$ cat config.mk
export PLATFORM = sky130hd
export DESIGN_NAME = fpuConvS2D
export DESIGN_NICKNAME = d
export VERILOG_FILES = /design/src/design/fpuConvS2D.sv
export SDC_FILE = /design/constraint.sdc
export NUM_CORES = 1
export LEC_CHECK = 0
export ABC_CLOCK_PERIOD_IN_PS = 2400
export BUFFER_PORTS_ARGS = -buffer_cell sky130_fd_sc_hd__clkbuf_2
export CAP_MARGIN = 25
export CORE_MARGIN = 5
export CORE_UTILIZATION = 31
export DETAILED_ROUTE_END_ITERATION = 16
export GPL_ROUTABILITY_DRIVEN = 1
export PLACE_DENSITY = 0.9
export SETUP_SLACK_MARGIN = 0.05
export SYNTH_ARGS = -nofsm -noshare
export SYNTH_HDL_FRONTEND = slang
export SYNTH_SLANG_ARGS = --single-unit
export TNS_END_PERCENT = 10
$ cat constraint.sdc
create_clock -name vclk -period 2.4
set_clock_uncertainty 0.05 [all_clocks]
set_input_delay 0.24 -clock vclk [all_inputs]
set_output_delay 0.24 -clock vclk [all_outputs]
set_load 0.01 [all_outputs]
$ cat src/design/fpuConvS2D.sv
// ##########################################################
// single to double widening
// ##########################################################
`timescale 1ns/1ns
`default_nettype none

module fpuConvS2D (
	input wire [31:0] single,
	output logic [63:0] double
);

	logic sgn;
	logic [7:0] expIn;
	logic [22:0] fracIn;
	logic [10:0] expOut;

	assign sgn = single[31];
	assign expIn = single[30:23];
	assign fracIn = single[22:0];

	// bias 127 -> 1023
	assign expOut = {3'b000, expIn} + 11'd896;

	always_comb begin
		case (expIn)
			8'h00: begin
				// zero, denormals flushed to zero
				double = {sgn, 63'b0};
			end
			8'hFF: begin
				// inf or nan, payload goes to the top of the fraction
				double = {sgn, 11'h7FF, fracIn, 29'b0};
			end
			default: begin
				double = {sgn, expOut, fracIn, 29'b0};
			end
		endcase
	end

endmodule

`default_nettype wire

Word level (Yosys, flattened, before mapping). Cells that the tools add are included. Widths: inputs -> output; s select.

Logic and storage cells: 4. Memories kept: 0. Output and inout bits: 64. Memory bits (read-only): 0. Bits in latches: 0. Bits in registers: 0. Memory bits (writable): 0. Input bits: 32.

Div/mod/pow operators: 0. Equality and inequality tests: 1. Bitwise logic cells: 0. Add/sub/neg operators: 1. Multipliers: 0. Magnitude comparators: 0. Reductions and logical operators: 1. Shift operators: 0. Mux-type cells: 1.

Operators with widths (count): $pmux 63 s2 (1); $add 8x10->11 const B (1); $eq 8x8->1 const B (1); $logic_not 8->1 (1).

Depth between registers and ports, before layout. Gate-level depths: netlist of run 1.

Depth after elaboration: 2. Depth in mapped cells: 4. Depth with buffers taken out: 3.

Least setup slack after synthesis of run 1. No wires, ideal clock.

Path type: input to output. From: input port single[24]. To: output port double[60]. Required time: 2.110 ns. Slack: 1.086 ns. Path buffers: 1. Arrival time: 1.024 ns. Stages on the path: 4. Cells stage by stage: nor4_2 a21oi_1 o21a_1 buf_4.

Longest elaborated chain between the ends: 2. Elaborated cells between the ends (all ways): 4. Those cells by class: add/sub: 1; eq/ne: 1; mux: 1; reduce/logical: 1.

Ends and longest elaborated chain: from (decl) (line 8) `input wire [31:0] single,`; $add 8x10->11 (tied with other cells) (line 22) `assign expOut = {3'b000, expIn} + 11'd896;`; $pmux 63 s2 * (line 25) `case (expIn)`; to (decl) (line 9) `output logic [63:0] double`.

Every way passes the cells marked *; elsewhere a longest branch is shown, timed or not.

Worst setup path after layout of run 1.
From: input port single[24]. To: output port double[46].

Longest elaborated chain between the ends: 2. Elaborated cells between the ends (all ways): 3. Those cells by class: eq/ne: 1; mux: 1; reduce/logical: 1.

Ends and longest elaborated chain (line): $eq 8x8->1 or $logic_not 8->1 (tied branches) (25); $pmux 63 s2 * (25).

Marks and branches as above.

==> run summary, run 1 <==
DRT iter0 DRCs - 0
# resized after CTS - 0
DP HPWL - 1450 um
Hold crit path type - input port to output port
Critical path startpoint category - input port
DP Area - 721 um2
Fill cell count - 192
Crit path time final - 1.80 ns
First-pass GRT wire length - 1870 um
Area share of the largest cell type after synthesis - 0.430
Clock buffers - 0
Gp weighted congestion - 0.627
Status - complete, no violations
Final instance area - 721 um2
Yosys top cell by area - buf_4
Max_cap viols - 0
Sw Share - 0.516
Number of global-route vias before repair - 476
Sequential power share - 0
Starting density of the core - 0.323
Syn. warnings - 0
RSZ-0062 raised after global routing - false
Psw - 67.4 uW
Share of cells above drive strength 1 - 0.714
CP Max Fanout - 23
Setup crit end kind - output port
DRC violations left - 0
Critical Path RT - 2.11 ns
Drt pass-1 iters - 1
Layout area overhead - 29.1%
Cell Chain, Critical Path - clkbuf_2, nor4_2, nand3_2, and2_2, clkbuf_2
Post-synth cell types - 15
VDD IR max - 0.0527 mV
Critical path's largest stage delay - 0.38 ns
Leak - 0.000480 uW
Height of the die - 52.4 um
Post-CTS Repair Setup Buffers - 0
Final core occ - 0.417
Die area - 2750 um2
Clock power share - 0
Synth Instances - 75
CP max-delay cell - nand3_2
I/O pin cnt - 96
Crit Path Class - input port to output port
N_diodes - 0
Core Area - 1730 um2
Pin count of the biggest net entering global routing - 24
Post-synth top cells - buf_4, and2_4, clkbuf_1, and2_2
Highest clock rate - 554 MHz
Avg Inst Size Synth - 7.44 um2
Final hold vios - 0
Crit path DAT - 1.51 ns
Routed WL - 1500 um
Register Area - 0 um2
Tcrit/Tclk final - 0.752
Via total after detailed routing - 547
Initial antenna violation count - 0
Most numerous cell in the Yosys netlist - buf_4
Detail Route Antenna Nets - 0
Gr ovfl total - 0
Number of core rows - 15
GRT Total Usage - 0.0844
Gate power share - 1.000
Setup violators final - 0
CP most frequent cell - clkbuf_2
Power Dens Cells - 181 nW/um2
Synth top area cells - buf_4, and2_4, clkbuf_1, and2_2, buf_6
Die X - 52.4 um
Seq_cells - 0
Final Net Count - 160
Hold Slack - 0.430 ns
Port bufs - 65
Internal power - 63.2 uW
Max Slew Vio Count - 0
DR WL/cell - 9.94 um
Post-Synthesis Cell Area - 558 um2
Setup TNS - 0 ns
Register area share after synthesis - 0
Via/cell ratio - 3.62
Hold Buf Count CTS - 0
layout by cell type (no fill, tap or decap):
master / n
nand4_1: 1
o21ai_0: 1
and2_4: 20
nand3_2: 1
conb_1: 29
nor2_1: 2
and2_2: 3
a21oi_1: 1
clkbuf_2: 65
nor4_2: 1
nand2_1: 1
o21a_1: 1
per-stage QoR:
stage	std cells	worst slack (ns)	power [uW]
after floorplan	103	1.09	116
after global placement	151	0.599	129
after detailed placement	151	0.572	131
after CTS	151	0.574	131
after global routing	151	0.383	143
final	151	0.595	131
worst paths after layout:
check,startpoint,to,slack (ns),cells after the start
worst max-delay path,single[24],double[46],0.60,5
worst min-delay path,single[31],double[63],0.43,0
logic make-up after synthesis:
| group | count (synthesis) | share of synthesized area |
|---|---|---|
| AO/OA/AOI/OAI | 3 | 0.0314 |
| buffers and inverters | 42 | 0.536 |
| other | 1 | 0.00672 |
| AND/OR/NAND/NOR | 29 | 0.426 |
cell type report:
cell class | instances | area (um2) | area share
multi-input combinational | 61 | 364 | 0.505
tap | 25 | 31.3 | 0.0434
timing repair buffer | 65 | 325 | 0.451
power by group through the flow:
stage	logic [uW]	registers, uW	clock network (uW)
global route	143	0	0
global placement	129	0	0
detailed placement	131	0	0
finish	131	0	0
floorplan	116	0	0
CTS	131	0	0
critical path: cells and delay by family:
family / cells / cell delay (ns)
buffers and inverters: 2 / 0.22
and+or+nand+nor: 3 / 1.04
metal layers:
layer,track usage,part of all wire,up-vias
li1,-,-,263
met4,0,0,0
met3,0.0313,0.21,0
met2,0.169,0.49,60
met1,0.0859,0.31,224
met5,0,0,-
Note: power is estimated with default switching activity, not from simulation.
==> inputs of run 2 (changes only) <==
--- a/config.mk
+++ b/config.mk
@@ -5,14 +5,14 @@
 export SDC_FILE = /design/constraint.sdc
 export NUM_CORES = 1
 export LEC_CHECK = 0
-export ABC_CLOCK_PERIOD_IN_PS = 2400
+export ABC_CLOCK_PERIOD_IN_PS = 1850
 export BUFFER_PORTS_ARGS = -buffer_cell sky130_fd_sc_hd__clkbuf_2
 export CAP_MARGIN = 25
 export CORE_MARGIN = 5
-export CORE_UTILIZATION = 31
+export CORE_UTILIZATION = 29
 export DETAILED_ROUTE_END_ITERATION = 16
 export GPL_ROUTABILITY_DRIVEN = 1
-export PLACE_DENSITY = 0.9
+export PLACE_DENSITY = 0.85
 export SETUP_SLACK_MARGIN = 0.05
 export SYNTH_ARGS = -nofsm -noshare
 export SYNTH_HDL_FRONTEND = slang
==> constraint.sdc (replaced) <==
create_clock -name vclk -period 1.85
set_clock_uncertainty 0.05 [all_clocks]
set_input_delay 0.185 -clock vclk [all_inputs]
set_output_delay 0.185 -clock vclk [all_outputs]
set_load 0.01 [all_outputs]
==> run 2 against run 1 <==
  * Die area is 5.6% higher
  * Count of clock-buffer cells in the layout stayed put
  * Largest cell class unchanged
  * Critical endpoint is now double[47]
  * Hold slack worse by 0.11 ns
  * Final cell count stayed put
  * First-iteration DRC count stayed put
  * Worst setup slack worse by 0.40 ns
  * Critical path depth stayed put
  * Combinational power is 31% higher
==> run summary, run 2 (synthesized netlist as in run 1, its figures left out) <==
Status - complete, no violations
Met2 Use GR - 0.165
Tcrit/Tclk final - 0.894
Max Slew Vio Count - 0
Most common cell after layout, fill and taps aside - clkbuf_2
GRT Total Usage - 0.0868
Critical Path RT - 1.62 ns
Setup violators final - 0
Register Area - 0 um2
Commonest cells after routing, fill and taps aside - clkbuf_2, conb_1, and2_4
Crit path time final - 1.65 ns
Gr ovfl total - 0
Seq_cells - 0
Max_cap viols - 0
Port bufs - 65
Crit path DAT - 1.42 ns
Fill cell count - 191
Setup crit end kind - output port
Post-CTS Repair Setup Buffers - 0
Buf/Inv on CP - 2
Initial antenna violation count - 0
RSZ-0062 raised after global routing - false
Share of cells above drive strength 1 - 0.714
M1 GR Usage - 0.0964
Crit path max-delay family - simple AND/OR/NAND/NOR gates
Post-layout power - 171 uW
Die X - 53.9 um
End of the critical path - double[47]
Gp weighted congestion - 0.657
Critical path's largest stage delay - 0.42 ns
Routed WL - 1590 um
Number of global-route vias before repair - 493
Worst Setup SP - single[24]
DRC violations left - 0
CP most frequent cell - clkbuf_2
Cell Chain, Critical Path - clkbuf_2, nor4_2, nand3_4, and2_2, clkbuf_2
Power Dens Cells - 235 nW/um2
Detail Route Antenna Nets - 0
First-pass GRT wire length - 1970 um
I/O pin cnt - 96
GRT busiest layer - met2
Number of core rows - 15
Core Area - 1780 um2
WP depth - 5
Hold crit path type - input port to output port
Die area - 2900 um2
Crit Path Class - input port to output port
N_diodes - 0
Drt pass-1 iters - 1
Height of the die - 53.9 um
Pin count of the biggest net entering global routing - 24
DR WL/cell - 10.5 um
Via/cell ratio - 3.62
CP Max Fanout - 23
DRT iter0 DRCs - 0
Hold Buf Count CTS - 0
Critical path startpoint category - input port
Setup TNS - 0 ns
Met3 Use GR - 0.0277
Final Net Count - 160
CP max-delay cell - nor4_2
Clock buffers - 0
Hold path start - single[31]
Layout area overhead - 30.5%
VDD IR max - 0.0807 mV
Starting density of the core - 0.313
Leak - 0.000480 uW
Final hold vios - 0
Via total after detailed routing - 546
Highest clock rate - 605 MHz
[run 2: cell types whose count changed in the layout (fill, tap and decap cells not counted)]
cell / delta
nand3_4: +1
nand3_2: -1
[run 2: final cells by class]
cell class                      instances  area, um2  area share
Multi-Input combinational cell         61        372       0.510
Tap cell                               25       31.3      0.0430
Timing Repair Buffer                   65        325       0.447
[run 2: routing by layer]
| metal | vias up | share of wire |
|---|---|---|
| met4 | 0 | 0 |
| met5 | - | 0 |
| met2 | 57 | 0.49 |
| met3 | 0 | 0.21 |
| met1 | 226 | 0.30 |
| li1 | 263 | - |
[run 2: stage by stage]
| stage | instances | util | setup slack, ns | hold slack, ns | cell area [um2] |
|---|---|---|---|---|---|
| after floorplan | 103 | - | 0.646 | 0.412 | 663 |
| after global placement | 151 | 0.404 | 0.153 | 0.320 | 721 |
| after detailed placement | 151 | 0.404 | 0.0908 | 0.320 | 721 |
| after CTS | 151 | 0.404 | 0.0901 | 0.320 | 721 |
| after global routing | 151 | 0.408 | 0.0825 | 0.320 | 728 |
| final | 151 | 0.408 | 0.197 | 0.320 | 728 |
[run 2: how the worst min path moves through the flow]
| stage | to | slack (ns) | cells after the start |
|---|---|---|---|
| after floorplan | double[63] | 0.41 | 1 |
| after global placement | double[63] | 0.32 | 0 |
| after global routing | double[63] | 0.32 | 0 |
| after detailed placement | double[63] | 0.32 | 0 |
| final | double[63] | 0.32 | 0 |
| after CTS | double[63] | 0.32 | 0 |
[run 2: power by group]
group | leakage, uW | internal, uW | switching, uW | total, uW
sequential | 0 | 0 | 0 | 0
clock | 0 | 0 | 0 | 0
combinational | 0.000480 | 82.2 | 89.0 | 171
total | 0.000480 | 82.2 | 89.0 | 171
[run 2: repair_timing]
item,4_1_cts,5_1_grt
endpoints found under the hold margin,0,0
resized for setup,0,1
endpoints found under the setup margin,0,23
