## src/design/fpuConvH2D.sv

```systemverilog
// ##########################################################
// half to double widening
// ##########################################################
`timescale 1ns/1ns
`default_nettype none

module fpuConvH2D (
	input wire [15:0] half,
	output logic [63:0] double
);

	logic sgn;
	logic [4:0] expIn;
	logic [9:0] fracIn;
	logic [10:0] expOut;

	assign sgn = half[15];
	assign expIn = half[14:10];
	assign fracIn = half[9:0];

	// bias 15 -> 1023
	assign expOut = {6'b000000, expIn} + 11'd1008;

	always_comb begin
		case (expIn)
			5'h00: begin
				double = {sgn, 63'b0};   // signed zero, no denormals
			end
			5'h1F: begin
				// exp 31 maps to 2047, nan payload kept in top bits
				double = {sgn, 11'h7FF, fracIn, 42'b0};
			end
			default: begin
				double = {sgn, expOut, fracIn, 42'b0};
			end
		endcase
	end

endmodule

`default_nettype wire

```

## config.mk

```make
export PLATFORM = sky130hd
export DESIGN_NAME = fpuConvH2D
export DESIGN_NICKNAME = d
export VERILOG_FILES = /design/src/design/fpuConvH2D.sv
export SDC_FILE = /design/constraint.sdc
export NUM_CORES = 1
export LEC_CHECK = 0
export BUFFER_PORTS_ARGS = -buffer_cell sky130_fd_sc_hd__buf_2
export CAP_MARGIN = 25
export CELL_PAD_IN_SITES_DETAIL_PLACEMENT = 0
export CELL_PAD_IN_SITES_GLOBAL_PLACEMENT = 1
export CORE_MARGIN = 3
export CORE_UTILIZATION = 17
export DETAILED_ROUTE_END_ITERATION = 16
export GPL_ROUTABILITY_DRIVEN = 1
export PLACE_DENSITY = 0.82
export SLEW_MARGIN = 20
export SYNTH_ARGS = -nofsm -noshare
export SYNTH_HDL_FRONTEND = slang
export SYNTH_SLANG_ARGS = --single-unit
```

## constraint.sdc

```tcl
create_clock -name vclk -period 0.8
set_clock_uncertainty 0.05 [all_clocks]
set_input_delay 0.04 -clock vclk [all_inputs]
set_output_delay 0.04 -clock vclk [all_outputs]
set_load 0.01 [all_outputs]
```

# Word-level counts from Yosys, hierarchy flattened
# Index checks and enable logic that the tools add are counted.
[classes] addsub=1 eq_ne=1 mux=1 n_reduce_logical=1
[ops] operator="one-hot mux 63 bit (2 select lines)" count=1
[ops] operator="adder 5 x 10 -> 11 bit, second input constant" count=1
[ops] operator="equality test 5 bit, second input constant" count=1
[ops] operator="logical NOT 5 bit" count=1
[word_totals] reg_bits=0 in_bits=16 out_inout_bits=64 elab_cells=4

# Logic depth before layout (Yosys ltp)
# Gate-level depths: netlist (run 1).
[logic_depth] word_depth=2 ltp_mapped=4 mapped_depth_nobuf=2

# Least setup slack after synthesis (run 1)
# Ideal clock, no wire load.
[synth_timing] path_type="input to output" startpoint="input port half[13]" endpoint="output port double[57]" t_arrival_ns=0.727 t_required_ns=0.710 setup_slack_ns=-0.017 path_stages=4 path_buffers=2 cell_sequence="nor3_2 -> buf_6 -> o211ai_2 -> buf_4"
[synth_via] elab_chain_len=2
[synth_lines] item="from (decl)" line_no="8" text="input wire [15:0] half,"
[synth_lines] item="adder 5 x 10 -> 11 bit (tied with other cells)" line_no="22" text="assign expOut = {6'b000000, expIn} + 11'd1008;"
[synth_lines] item="one-hot mux 63 bit (2 select lines) (*)" line_no="25" text="case (expIn)"
[synth_lines] item="to (decl)" line_no="9" text="output logic [63:0] double"
# Mark *: on every way between the ends. The rest lies on a longest branch, timed or not.

# Final worst setup path (run 1)
[layout_timing] startpoint="input port half[13]" endpoint="output port double[59]"
# Same word-level chain as after synthesis.

==> flow_summary_export.csv, run 1 <==
group,metric,value,unit
power_and_ir_drop,p_leak,0.0003518,µW
floorplanning,fp-row-count,19,
floorplanning,start_util,18.18,%
sta,fmax,1213,MHz
floorplanning,io_pins,80,
drt,routedLengthMet1,273,µm
grt,grt_pass1_vias,305,
synthesis,synthTopCellsByArea,"buf_4, a21boi_1, clkbuf_1, o211ai_2, a21boi_2",
worst_hold_path,min_path_type,"input pin to output pin",
synthesis,ys_warn_count,0,
setup_path,crit_start,"half[13]",
drt,viasPerCell,3.163,
grt,grt_start_max_net_pins,12,
sta,period_share,103.0,%
synthesis,netlist_area,514.2,µm²
setup_path,cp.arrival,0.73,ns
grt,grtUsageTotal,3.888,%
synthesis,synthCells,70,
power_and_ir_drop,power.density,566.7,nW/µm²
finish,antenna-diode-count,0,
finish,design_area,569.3,µm²
sta,finalSetupTns,-0.1389,ns
sta,maxSlewViolCount,0,
setup_path,path_delay_family,"buffers and inverters",
setup_path,end_kind,"output pin",
drt,vias,408,
sta,fin_crit,0.8243,ns
setup_path,crit_fanout,11,
finish,syn_to_final_growth,10.71,%
finish,n_fill_cell,340,
grt,overflow,0,
synthesis,syn_avg_cell_area,7.346,µm²
floorplanning,dieWidth,61,µm
place,dpl.hpwl,874.3,µm
place,io_buffers,36,
place,dpl_cell_area,543.0,µm²
finish,nClkBuffers,0,
setup_path,path_buf_inv,3,
clocking,cts_setup_buffers,0,
sta,rsz0062_at_grt,"true",
setup_path,critPathKind,"input pin to output pin",
floorplanning,dieArea,3721,µm²
setup_path,start_kind,"input pin",
drt,wl_per_cell,7.419,µm
finish,fin_nets,116,
drt,ant_nets,0,
sta,final_hold_viol_count,0,
sta,setup_violations,6,
synthesis,synth_top_area_share,70.07,%
drt,drtIter0Drc,13,
setup_path,worst-path-stages,5,
drt,drt-total-wl,957,µm
finish,drive_gt1_share,45.92,%
run_status,outcome,"complete, but fails checks",
setup_path,required,0.71,ns
drt,dr_wl_met3,197,µm
floorplanning,core_area,2829,µm²
flow_run,drv_cap,0,
setup_path,cp_slowest_cell,"nor3_4",
place,gp_congestion,0.5489,
finish,seq_cells,0,
setup_path,crit_end,"double[59]",
drt,drc,0,
synthesis,synth_largest_area_cell,"buf_4",
run_status,violations,"setup timing",
power_and_ir_drop,irDropWorstVdd,0.00006825,V
drt,first_pass_iters,2,
clocking,ctsHoldBuffers,0,
finish,final-seq-area,0,µm²
setup_path,cp_slowest_stage_delay,0.17,ns
drt,highest_layer,"met3",
setup_path,cp_cell_sequence,"buf_8 > nor3_4 > buf_6 > o211ai_4 > buf_2",
sta,setup_ws,-0.02432,ns
synthesis,synth_cell_type_count,11,
synthesis,yosysSeqAreaShare,0,%
grt,antenna_found_initial,0,
drt,dr_wl_met2,486,µm
floorplanning,die_h,61,µm
grt,grt_pass1_wl,1179,µm
-- metrics by stage --
stage / util [%] / worst slack (ns) / hold slack, ns / power [µW] / std cells
floorplan: - / 0.04265 / 0.1218 / 375.3 / 111
detailed placement: 19.20 / -0.07130 / 0.03007 / 307.8 / 129
global placement: 19.20 / -0.06146 / 0.03007 / 305.3 / 129
finish: 20.12 / -0.02432 / 0.03006 / 322.6 / 129
global route: 20.12 / -0.07952 / 0.03010 / 367.2 / 129
CTS: 19.99 / -0.03063 / 0.03007 / 320.1 / 129
-- area by class of cell --
| class | count | area (µm²) | share of cell area (%) |
|---|---|---|---|
| multi-input combinational | 57 | 292.8 | 51.43 |
| timing repair buffer | 41 | 237.7 | 41.76 |
| tap | 31 | 38.79 | 6.813 |
-- Yosys cell counts --
library cell	number
nor2_2	1
nor3_2	1
o211ai_2	1
nand4_1	1
a21boi_2	1
a21boi_1	9
buf_6	1
buf_4	48
conb_1	1
nand2b_1	1
clkbuf_1	5
-- repair_timing --
action / in CTS / in global routing
endpoints found under the setup margin: 16 / 16
endpoints found under the hold margin: 0 / 0
resized for setup: 5 / 1
-- layer usage --
metal,global-route usage (%),vias up
met5,0,-
met4,0,0
met3,0.4255,0
met2,8.550,52
met1,4.015,172
li1,-,184
-- kinds of logic after synthesis --
kind of cell / share of synthesized area [%]
AND/OR/NAND/NOR: 5.599
other: 0.7292
buffers and inverters: 75.91
AO/OA/AOI/OAI: 17.76
-- how the worst min path moves through the flow --
| stage | from | slack, ns | cells after the start | to |
|---|---|---|---|---|
| 6_report | half[15] | 0.03 | 0 | double[63] |
| 5_1_grt | half[15] | 0.03 | 0 | double[63] |
| 4_1_cts | half[15] | 0.03 | 0 | double[63] |
| 3_5_place_dp | half[15] | 0.03 | 0 | double[63] |
| 3_3_place_gp | half[15] | 0.03 | 0 | double[63] |
| 2_1_floorplan | half[15] | 0.12 | 1 | double[63] |
-- report_power, final --
group | internal, µW | switching [µW] | total, µW
Sequential | 0 | 0 | 0
Clock | 0 | 0 | 0
Combinational | 121 | 201 | 323
Total | 121 | 201 | 323
-- layout by cell type, fill, tap and decap left out --
cell type  Yosys  final
buf_6          1      2
a21boi_2       1      1
conb_1         1     42
nor2_2         1      1
nor3_4         0      1
buf_4         48      4
buf_2          0     34
buf_8          0      1
o211ai_4       0      1
nand2b_1       1      1
a21boi_1       9      9
nand4_1        1      1
Power figures use the tool's default switching activity.
==> run 2, diff against run 1 <==
--- a/config.mk
+++ b/config.mk
@@ -14,6 +14,7 @@
 export DETAILED_ROUTE_END_ITERATION = 16
 export GPL_ROUTABILITY_DRIVEN = 1
 export PLACE_DENSITY = 0.82
+export REMOVE_ABC_BUFFERS = 1
 export SLEW_MARGIN = 20
 export SYNTH_ARGS = -nofsm -noshare
 export SYNTH_HDL_FRONTEND = slang
==> run 2 against run 1 <==
Compared with the run above: the run still ends with setup timing left; non-clock buffer count unchanged; worst setup slack got worse by 0.024 ns; flip-flop and latch count unchanged; total power increased by 3.6%; fmax decreased by 2.8%; die area unchanged; wire length increased by 3.8%; clock-buffer cell count unchanged; highest routed layer unchanged.
==> flow_summary_export.csv, run 2 (synthesized netlist as in run 1, its figures left out) <==
group,metric,value,unit
run_status,outcome,"complete, but fails checks",
run_status,violations,"setup timing",
floorplanning,io_pins,80,
finish,drive_gt1_share,45.92,%
sta,finalSetupTns,-0.5775,ns
floorplanning,fp-row-count,19,
worst_hold_path,hold_path_depth,0,
drt,drtIter0Drc,1,
finish,layoutNonFillerInstCount,129,
sta,setup_violations,16,
worst_hold_path,whs_endpoint,"double[63]",
place,io_buffers,36,
setup_path,crit_fanout,6,
clocking,ctsHoldBuffers,0,
setup_path,cp_cell_sequence,"buf_6 > nor3_4 > buf_6 > o211ai_4 > buf_2",
grt,grt_start_max_net_pins,11,
sta,period_share,106.0,%
setup_path,required,0.71,ns
finish,fin_nets,116,
drt,drt-total-wl,993,µm
sta,fin_crit,0.8482,ns
sta,fmax,1179,MHz
finish,final-seq-area,0,µm²
sta,maxSlewViolCount,0,
floorplanning,dieWidth,61,µm
sta,final_hold_viol_count,0,
grt,grt_pass1_wl,1283,µm
drt,drc,0,
setup_path,cp_slowest_cell,"nor3_4",
setup_path,end_kind,"output pin",
finish,nClkBuffers,0,
setup_path,start_kind,"input pin",
floorplanning,start_util,18.18,%
power_and_ir_drop,p_leak,0.0003570,µW
place,gp_congestion,0.6397,
worst_hold_path,min_path_type,"input pin to output pin",
drt,vias,403,
place,dpl.hpwl,881.4,µm
drt,first_pass_iters,2,
grt,grtUsageTotal,4.276,%
power_and_ir_drop,power.density,572.2,nW/µm²
setup_path,cp.arrival,0.76,ns
setup_path,critPathKind,"input pin to output pin",
finish,antenna-diode-count,0,
setup_path,path_delay_family,"buffers and inverters",
power_and_ir_drop,irDropWorstVdd,0.0001734,V
setup_path,cp_slowest_stage_delay,0.23,ns
floorplanning,dieArea,3721,µm²
grt,grt_pass1_vias,294,
drt,ant_nets,0,
grt,overflow,0,
floorplanning,core_area,2829,µm²
worst_hold_path,hold_start,"half[15]",
drt,viasPerCell,3.124,
finish,seq_cells,0,
place,dpl.cell_count,128,
floorplanning,die_h,61,µm
drt,wl_per_cell,7.698,µm
setup_path,path_buf_inv,3,
finish,syn_to_final_growth,13.63,%
finish,mostFrequentLayoutCell,"conb_1",
finish,final_cell_mix,"conb_1, buf_2, a21boi_1, buf_6, buf_4",
setup_path,crit_top_cell,"buf_6",
flow_run,drv_cap,0,
sta,rsz0062_at_grt,"true",
grt,antenna_found_initial,0,
sta,setup_ws,-0.04824,ns
==> run 2: cell counts in the layout (fill, tap and decap cells not counted) <==
Identical to the previous run, type by type.
==> run 2: final cells by class <==
type / count / area, µm²
Fill cell: 320 / 2245
Multi-Input combinational cell: 57 / 292.8
Timing Repair Buffer: 41 / 252.7
Tap cell: 31 / 38.79
==> run 2: how the worst max path moves through the flow <==
stage,from,to,slack [ns],cells past startpoint
2_1_floorplan,half[13],double[56],-0.18,2
3_3_place_gp,half[13],double[60],-0.06,5
3_5_place_dp,half[13],double[60],-0.09,5
4_1_cts,half[10],double[57],-0.07,5
5_1_grt,half[10],double[48],-0.1,5
6_report,half[10],double[57],-0.05,5
==> run 2: through the flow <==
stage          instance area [µm²]  utilization (%)  power, µW  hold slack [ns]  setup WS (ns)
2_1_floorplan                277.8                -      163.9          0.03000        -0.1830
3_3_place_gp                 539.3            19.06      304.5          0.03007       -0.05667
3_5_place_dp                 539.3            19.06      305.3          0.03007       -0.08587
4_1_cts                      584.3            20.65      334.1          0.03007       -0.06785
5_1_grt                      584.3            20.65      373.1          0.03006       -0.09890
6_report                     584.3            20.65      334.3          0.03002       -0.04824
==> run 2: metal layers <==
layer | vias to the layer above | share of wire [%] | GRT usage [%]
li1 | 184 | - | -
met1 | 172 | 27 | 4.893
met2 | 47 | 55 | 8.855
met3 | 0 | 18 | 0.4255
met4 | 0 | 0 | 0
met5 | - | 0 | 0
==> run 2: where the power goes <==
| part | total, µW | switching [µW] | internal, µW |
|---|---|---|---|
| Clock | 0 | 0 | 0 |
| Sequential | 0 | 0 | 0 |
| Combinational | 334 | 206 | 129 |
==> run 2: timing repair <==
| action | 4_1_cts | 5_1_grt |
|---|---|---|
| gates resized for setup | 9 | 0 |
| buffers inserted | 0 | 0 |
| gates cloned | 1 | 0 |
| pin swaps | 2 | 0 |
| setup endpoints to repair | 16 | 16 |
| hold endpoints to repair | 0 | 0 |
