$ cat src/design/exPkg.sv
// ##########################################################
// execute lane shared types
// ##########################################################
`default_nettype none

package exPkg;

	// datapath widths
	localparam int dataWidth = 64;   // register value
	localparam int regIdWidth = 6;   // register id
	localparam int immWidth = 33;    // decoder immediate, signed

	// id 0 is the null destination, no write
	localparam logic [regIdWidth-1:0] zeroRegId = '0;

	// micro-ops handled by this lane
	typedef enum logic [2:0] {
		opNop    = 3'd0,
		opAdd    = 3'd1,
		opSub    = 3'd2,
		opMul    = 3'd3,
		opLoad   = 3'd4,   // 64-bit raw
		opLoadFp = 3'd5,   // load then widen to double
		opStore  = 3'd6
	} microOp_t;

	// load conversion select for opLoadFp
	typedef enum logic [1:0] {
		convSingle = 2'd0,   // bits 31:0
		convHalf   = 2'd1,   // bits 15:0
		convRaw    = 2'd2    // as loaded
	} convSel_t;

	// memory status level, bit 1 is busy
	typedef enum logic [1:0] {
		memReady = 2'b00,
		memHold  = 2'b10,
		memFault = 2'b11
	} memStatus_t;

endpackage

`default_nettype wire

$ cat src/design/ex3Stage.sv
// ##########################################################
// EX3, result select and writeback
// ##########################################################
`timescale 1ns/1ns
`default_nettype none

module ex3Stage (
	input wire clock,
	input wire reset,
	input wire exPkg::microOp_t ex2Op,
	input wire exPkg::convSel_t ex2Conv,
	input wire [exPkg::regIdWidth-1:0] ex2DestId,
	input wire [exPkg::dataWidth-1:0] ex2Result,
	input wire branchFlush,                          // kills the op in EX3
	input wire [exPkg::dataWidth-1:0] memDataIn,
	input wire exPkg::memStatus_t memStatus,
	input wire [exPkg::dataWidth-1:0] convSingleValue,
	input wire [exPkg::dataWidth-1:0] convHalfValue,
	output logic laneHold,
	output logic [exPkg::regIdWidth-1:0] forwardId,
	output logic [exPkg::dataWidth-1:0] forwardValue,
	output logic [exPkg::regIdWidth-1:0] writebackId,
	output logic [exPkg::dataWidth-1:0] writebackValue,
	output logic memFaultPulse
);

	exPkg::microOp_t ex3Op;
	exPkg::convSel_t ex3Conv;
	logic [exPkg::regIdWidth-1:0] ex3DestId;
	logic [exPkg::dataWidth-1:0] ex3Result;
	logic isMemOp;    // load or store sitting in EX3
	logic doOut;      // op has a destination
	logic squash;

	// stage register, frozen while memory holds
	always_ff @(posedge clock) begin
		if (reset) begin
			ex3Op <= exPkg::opNop;
		end else if (!laneHold) begin
			ex3Op <= ex2Op;
		end
	end

	always_ff @(posedge clock) begin
		if (!laneHold) begin
			ex3Conv <= ex2Conv;
			ex3DestId <= ex2DestId;
			ex3Result <= ex2Result;
		end
	end

	// status is only looked at for memory ops
	assign isMemOp = (ex3Op == exPkg::opLoad) || (ex3Op == exPkg::opLoadFp) ||
		(ex3Op == exPkg::opStore);
	assign laneHold = isMemOp && (memStatus == exPkg::memHold);
	assign memFaultPulse = isMemOp && (memStatus == exPkg::memFault);

	// result select
	always_comb begin
		forwardValue = ex3Result;   // alu or product by default
		doOut = 1'b1;
		case (ex3Op)
			exPkg::opNop, exPkg::opStore: begin
				doOut = 1'b0;
			end
			exPkg::opLoad: begin
				forwardValue = memDataIn;   // raw
			end
			exPkg::opLoadFp: begin
				case (ex3Conv)
					exPkg::convSingle: forwardValue = convSingleValue;
					exPkg::convHalf: forwardValue = convHalfValue;
					default: forwardValue = memDataIn;
				endcase
			end
			default: begin
			end
		endcase
	end

	// fault, flush and hold all drop the write, data not valid under hold
	assign squash = branchFlush || memFaultPulse || laneHold;
	assign forwardId = (doOut && !squash) ? ex3DestId : exPkg::zeroRegId;

	always_ff @(posedge clock) begin
		if (reset) begin
			writebackId <= exPkg::zeroRegId;
		end else begin
			writebackId <= forwardId;
		end
	end

	always_ff @(posedge clock) begin
		writebackValue <= forwardValue;
	end

endmodule

`default_nettype wire

$ cat config.mk
export PLATFORM = sky130hd
export DESIGN_NAME = ex3Stage
export DESIGN_NICKNAME = d
export VERILOG_FILES = /design/src/design/exPkg.sv /design/src/design/ex3Stage.sv
export SDC_FILE = /design/constraint.sdc
export NUM_CORES = 1
export LEC_CHECK = 0
export BUFFER_PORTS_ARGS = -buffer_cell sky130_fd_sc_hd__buf_2
export CAP_MARGIN = 10
export CORE_AREA = 5 5 157 159
export DETAILED_ROUTE_END_ITERATION = 8
export DIE_AREA = 0 0 162 164
export PLACE_DENSITY_LB_ADDON = 0.12
export SLEW_MARGIN = 5
export SYNTH_ARGS = -nofsm -noshare
export SYNTH_HDL_FRONTEND = slang
export SYNTH_SLANG_ARGS = --single-unit
$ cat constraint.sdc
create_clock -name clock -period 2.99 [get_ports clock]
set_input_delay 0.1495 -clock clock [delete_from_list [all_inputs] [get_ports clock]]
set_output_delay 0.1495 -clock clock [all_outputs]
set_load 0.05 [all_outputs]
======== Yosys cells after proc, flatten, opt, wreduce, memory -nomap -nowiden ========
Index checks and enable logic that the tools add are counted.
storage, ports and cells
  register bits after elaboration ......... 145
  latch bits .............................. 0
  RAM bits ................................ 0
  memory bits (read-only) ................. 0
  input port bits ......................... 272
  output and inout port bits .............. 142
  memories ................................ 0
cells by class
  add/sub/neg operators ................... 0
  multipliers ............................. 0
  div/mod/pow operators ................... 0
  magnitude comparators ................... 0
  eq/ne operators ......................... 6
  shifts and indexed selects .............. 0
  multiplexer cells ....................... 4
  bitwise gates (word level) .............. 0
  reduce and logical (&&, ||, !) cells .... 11
operators by type and width
  kind                number
  $pmux 64 s2         2
  $eq 3x3->1 const B  3
  $mux 6              1
  $eq 2x2->1 const B  2
  $logic_or 1x1->1    4
  $logic_and 1x1->1   3
  $logic_not 3->1     1
  $eq 2x1->1 const B  1
  $logic_not 2->1     1
  $reduce_or 2->1     1
  $logic_not 1->1     1
  $mux 1              1

======== Logic depth before layout (Yosys ltp) ========
  depth in word-level cells ............... 9
  mapped depth ............................ 5
  mapped depth without buffers ............ 4

======== Worst setup path before layout ========
Ideal clock, no wire load.
  path kind ............................... flip-flop to flip-flop
  from .................................... reg ex3Op[1]
  to ...................................... reg ex3Op[0]
  setup time .............................. 99 ps
  arrival ................................. 3,008 ps
  slack ................................... -117 ps
  stages on the path, launching flop included .. 4
  buffers on the path ..................... 0
  cells stage by stage .................... dfxtp_1 > a211o_1 > inv_1 > o32ai_1
between the ends
  word-level cells in the longest chain between the ends .. 4
  elaborated cells on any way between the ends .. 6
  classes of those cells .................. eq/ne: 3; reduce/logical: 3
ends and longest elaborated chain
  item                    RTL line        text
  from (decl)             ex3Stage.sv:27  exPkg::microOp_t ex3Op;
  from (signal assigned)  ex3Stage.sv:38  ex3Op <= exPkg::opNop;
  from (signal assigned)  ex3Stage.sv:40  ex3Op <= ex2Op;
  $eq 3x3->1              ex3Stage.sv:53  assign isMemOp = (ex3Op == exPkg::opLoad) || (ex3Op == exPkg::opLoadFp) ||
  $logic_or 1x1->1        ex3Stage.sv:53
  $logic_or 1x1->1 (*)    ex3Stage.sv:53
  $logic_and 1x1->1 (*)   ex3Stage.sv:55  assign laneHold = isMemOp && (memStatus == exPkg::memHold);
  named net laneHold      ex3Stage.sv:19  output logic laneHold,
Mark *: on every way through the listed nets, which the timed path passes. The rest lies on a longest branch.
A chain may end at the register's enable or synchronous reset.

======== Worst setup path in the final report ========
  from .................................... reg ex3Op[1]
  to ...................................... out forwardValue[57] (netlist name)
between the ends
  word-level cells in the longest chain between the ends .. 2
  elaborated cells on any way between the ends .. 3
  classes of those cells .................. eq/ne: 2; mux: 1
ends and longest elaborated chain
  item             RTL line        text
  $eq 3x3->1       ex3Stage.sv:62  case (ex3Op)
  $pmux 64 s2 (*)  ex3Stage.sv:62
  to (decl)        ex3Stage.sv:21  output logic [exPkg::dataWidth-1:0] forwardValue,
Every way passes the cells marked *; elsewhere a longest branch is shown, timed or not.

==> tab_implementation.tex <==
\begin{tabular}{lr}
\hline
Metric & Value \\
\hline
\multicolumn{2}{l}{\textbf{Routing}} \\
\quad Number of remaining DRC errors & 0 \\
\quad Met1 wire length & 9210 um \\
\quad Via density per instance & 4.41 \\
\quad Met2 WL & 11800 um \\
\quad DR iter-0 viols & 227 \\
\quad Highest metal layer used by the detailed router & met4 \\
\quad Number of iterations in the first detailed-routing pass & 4 \\
\quad Antenna Violating Nets Remaining & 0 \\
\quad WL final & 23100 um \\
\quad Routed wirelength normalized by instance count & 17.5 um \\
\quad Met3 wire length & 1780 um \\
\quad Routed vias & 5813 \\
\multicolumn{2}{l}{\textbf{Clocking}} \\
\quad Buffer cell driving the clock tree root & clkbuf\_16 \\
\quad Clk\_lat worst skew & 0.42 ns \\
\quad Clk buf depth & 2 \\
\quad TritonCTS sink count & 145 \\
\quad CTS HTree Levels & 4 \\
\quad Post-CTS setup repair buffer count & 0 \\
\quad Number of instances resized during post-cts repair & 0 \\
\quad Clock slew at reported path FFs & 0.06 ns \\
\quad TritonCTS clock tree & yes \\
\quad Total of hold buffers inserted after clock tree synthesis & 73 \\
\quad Total CTS buffers & 17 \\
\multicolumn{2}{l}{\textbf{Global routing}} \\
\quad Largest net degree at the start of global routing & 69 \\
\quad GRT Residual Overflow & 0 \\
\quad First-pass GRT wire length & 34600 um \\
\quad Total routing usage reported by global routing & 16.9\% \\
\quad Antenna violations before repair & 0 \\
\quad Via count of the first global-routing pass & 6266 \\
\multicolumn{2}{l}{\textbf{Die}} \\
\quad Count of boundary I/O pins & 414 \\
\quad Area inside the core boundary & 0.0231 mm2 \\
\quad Die H & 164 um \\
\quad Std cell rows & 56 \\
\quad Initial standard-cell utilization of the core & 25.2\% \\
\quad Die width & 162 um \\
\quad Die area & 0.0266 mm2 \\
\multicolumn{2}{l}{\textbf{Setup path}} \\
\quad Crit path capture type & output port \\
\quad CP Cell Sequence & nand2b\_2 > buf\_12 > nand2\_1 > o21ai\_0 > buf\_2 \\
\quad Reg2Reg Capture Point & ex3Result[16] \\
\quad Critical Path Source Type & register \\
\quad Cell at the slowest stage of the critical path & dfxtp\_1 \\
\quad R2r setup slk & 1.20 ns \\
\quad Beginning of the worst register-to-register path & ex3Op[1] \\
\quad Worst reg2reg path depth & 2 \\
\quad Worst-path maximum fanout & 34 \\
\quad Type of the worst setup path & register to output port \\
\quad CP arrival & 2.17 ns \\
\quad Data required, critical path & 2.84 ns \\
\quad Max stage delay on crit path & 0.51 ns \\
\multicolumn{2}{l}{\textbf{Power}} \\
\quad Net load switching power & 1940 uW \\
\quad Logic gate share of total power & 24.4\% \\
\quad Internal power & 3960 uW \\
\quad Peak supply drop & 0.000315 V \\
\quad Power per unit of standard cell area & 620 mW/mm2 \\
\quad Leakage power of the design & 0.00430 uW \\
\quad Sw Ratio & 32.8\% \\
\quad Clock network fraction of total power & 36.7\% \\
\quad Part of the power in registers & 38.9\% \\
\multicolumn{2}{l}{\textbf{Synth}} \\
\quad Area fraction in compound gates after synthesis & 20.4\% \\
\quad Average cell area after synthesis & 10.7 um2 \\
\quad Area share of xor/xnor cells in the synthesized design & 0.151\% \\
\quad Post-synthesis share of cell area spent on full adders, half adders and majority gates & 0\% \\
\quad Netlist area before placement & 0.00582 mm2 \\
\quad Number of instances in the synthesized netlist & 542 \\
\quad Number of synthesized register bits & 145 \\
\quad Combinational family with the most area after synthesis & compound AO/OA/AOI/OAI gates \\
\quad Syn. warnings & 0 \\
\quad Net count of the mapped netlist & 814 \\
\quad Portion of netlist area occupied by mux cells & 0\% \\
\quad Simple-gate share of the synthesized area & 13.3\% \\
\quad Portion of the post-synthesis area used by sequential elements & 62.3\% \\
\quad Synth cell types & 22 \\
\multicolumn{2}{l}{\textbf{Placed design}} \\
\quad DP Wirelength & 17100 um \\
\quad Port Buffers & 413 \\
\quad Routability-driven placement congestion ratio & 0.740 \\
\multicolumn{2}{l}{\textbf{Layout}} \\
\quad Area growth, synth to finish & 63.6\% \\
\quad Share of post-route cells with drive strength above 1 & 44.7\% \\
\quad Fill count & 2350 \\
\quad Final nets & 1287 \\
\quad Antenna diodes & 0 \\
\quad Flip-flop and latch area & 0.00362 mm2 \\
\quad Area of the multi-input gates & 0.00200 mm2 \\
\multicolumn{2}{l}{\textbf{Min path}} \\
\quad Tightest Hold Check Type & primary input to register \\
\quad Launch instance of the worst min-delay path & reset \\
\quad Hold path endpoint & ex3Op[2] \\
\quad Number of cells on the worst hold path & 2 \\
\multicolumn{2}{l}{\textbf{Timing}} \\
\quad Number of endpoints failing setup at the final stage & 0 \\
\quad Worst hold slack & 0.0320 ns \\
\quad Ratio of final minimum period to clock period & 77.5\% \\
\quad Pin slew with the least headroom to its limit & 0.556 ns \\
\quad Final hold violation count & 0 \\
\quad Highest attainable clock frequency & 431 MHz \\
\quad Slew Viols, Final & 0 \\
\quad Worst-case headroom to the max-slew limit & 62.9\% \\
\quad Total negative slack & 0 ns \\
\quad Tmin final & 2.32 ns \\
\quad Clock skew after layout & 0.0107 ns \\
\quad RSZ-0062 raised after global routing & no \\
\multicolumn{2}{l}{\textbf{Status}} \\
\quad Status & complete, no violations \\
\multicolumn{2}{l}{\textbf{Flow run}} \\
\quad Number of max-capacitance violations reported & 0 \\
\hline
\end{tabular}
[final cells by class]
class / instances / share of cell area, %
multi-input combinational: 349 / 21.0
clock buffer: 23 / 5.02
clock inverter: 9 / 1.12
sequential: 145 / 38.1
tap: 290 / 3.81
timing repair buffer: 497 / 30.8
inverter: 5 / 0.197
[per-stage QoR]
step           instance area [um2]  power, uW  util (%)  cells  setup WS [ns]
2_1_floorplan                 5820       3250         -    542          0.806
6_report                      9520       5900      41.2   1318          0.672
3_3_place_gp                  8200       3720      35.5   1213           1.03
4_1_cts                       9520       5990      41.2   1318          0.535
3_5_place_dp                  8200       3710      35.5   1213           1.00
5_1_grt                       9520       6180      41.2   1318          0.451
[critical path: cells and delay by family (launching register included)]
kind                   cells  cell delay (ns)
buffers and inverters      2             0.58
DFF                        1             0.51
and+or+nand+nor            2             0.54
AOI/OAI and AO/OA          1             0.11
[kinds of logic (layout without fill, tap and decap cells)]
family / Yosys count / count (layout)
DFF: 145 / 145
and+or+nand+nor: 149 / 149
xor gates and xnor gates: 1 / 1
buffers and inverters: 48 / 534
AOI/OAI and AO/OA: 199 / 199
[state kept, by name, summed over array words and instances, names as in the netlist]
signal,cells
ex3DestId,6
writebackValue,64
ex3Op,3
ex3Conv,2
ex3Result,64
writebackId,6
[power by group through the flow]
stage / logic (uW) / registers (uW) / clock network [uW]
6_report: 1440 / 2290 / 2160
5_1_grt: 1530 / 2310 / 2350
4_1_cts: 1460 / 2300 / 2240
3_5_place_dp: 1370 / 2340 / 0
2_1_floorplan: 591 / 2660 / 0
3_3_place_gp: 1370 / 2340 / 0
[routing by layer]
layer | track usage [%] | up-vias
met5 | 0 | -
met4 | 4.65 | 0
met3 | 5.50 | 15
met2 | 30.3 | 237
met1 | 19.3 | 2656
li1 | - | 2905
[how the worst max path moves through the flow]
stage / startpoint / end / slack (ns)
floorplan: ex3Op[1] / ex3Op[0] / 0.81
global placement: ex3Op[1] / forwardValue[18] / 1.03
detailed placement: ex3Op[1] / forwardValue[18] / 1.00
CTS: ex3Op[1] / forwardValue[18] / 0.53
global route: ex3Op[1] / forwardValue[57] / 0.45
finish: ex3Op[1] / forwardValue[57] / 0.67
[layout by cell type, fill, tap and decap left out, types with 6 or more instances in the layout]
master         Yosys  final
a211oi_1          65     65
and2_1             6      6
buf_2             26    413
buf_4              3      7
clkbuf_16          0     17
dfxtp_1           73     73
dlygate4sd3_1      0     73
edfxtp_1          72     72
nand2_1           66     66
nor2b_1           67     65
nor3b_1            7      7
o21ai_0           48     48
o21ai_1           80     80
[cells in the mapped netlist]
library cell	n	area share [%]
a211o_1	1	0.15
a211oi_1	65	8.4
a21oi_1	1	0.086
a31oi_1	1	0.11
and2_1	6	0.65
buf_1	1	0.064
buf_2	26	2.2
buf_4	3	0.39
clkbuf_1	13	0.84
dfxtp_1	73	25
edfxtp_1	72	37
inv_1	5	0.32
nand2_1	66	4.3
nand2b_1	3	0.32
nor2b_1	67	7.2
nor3b_1	7	0.90
o21ai_0	48	4.1
o21ai_1	80	6.9
o221a_2	1	0.19
o221ai_2	1	0.26
o32ai_1	1	0.15
xor2_1	1	0.15
No activity file was read; power rests on OpenSTA's default activity.
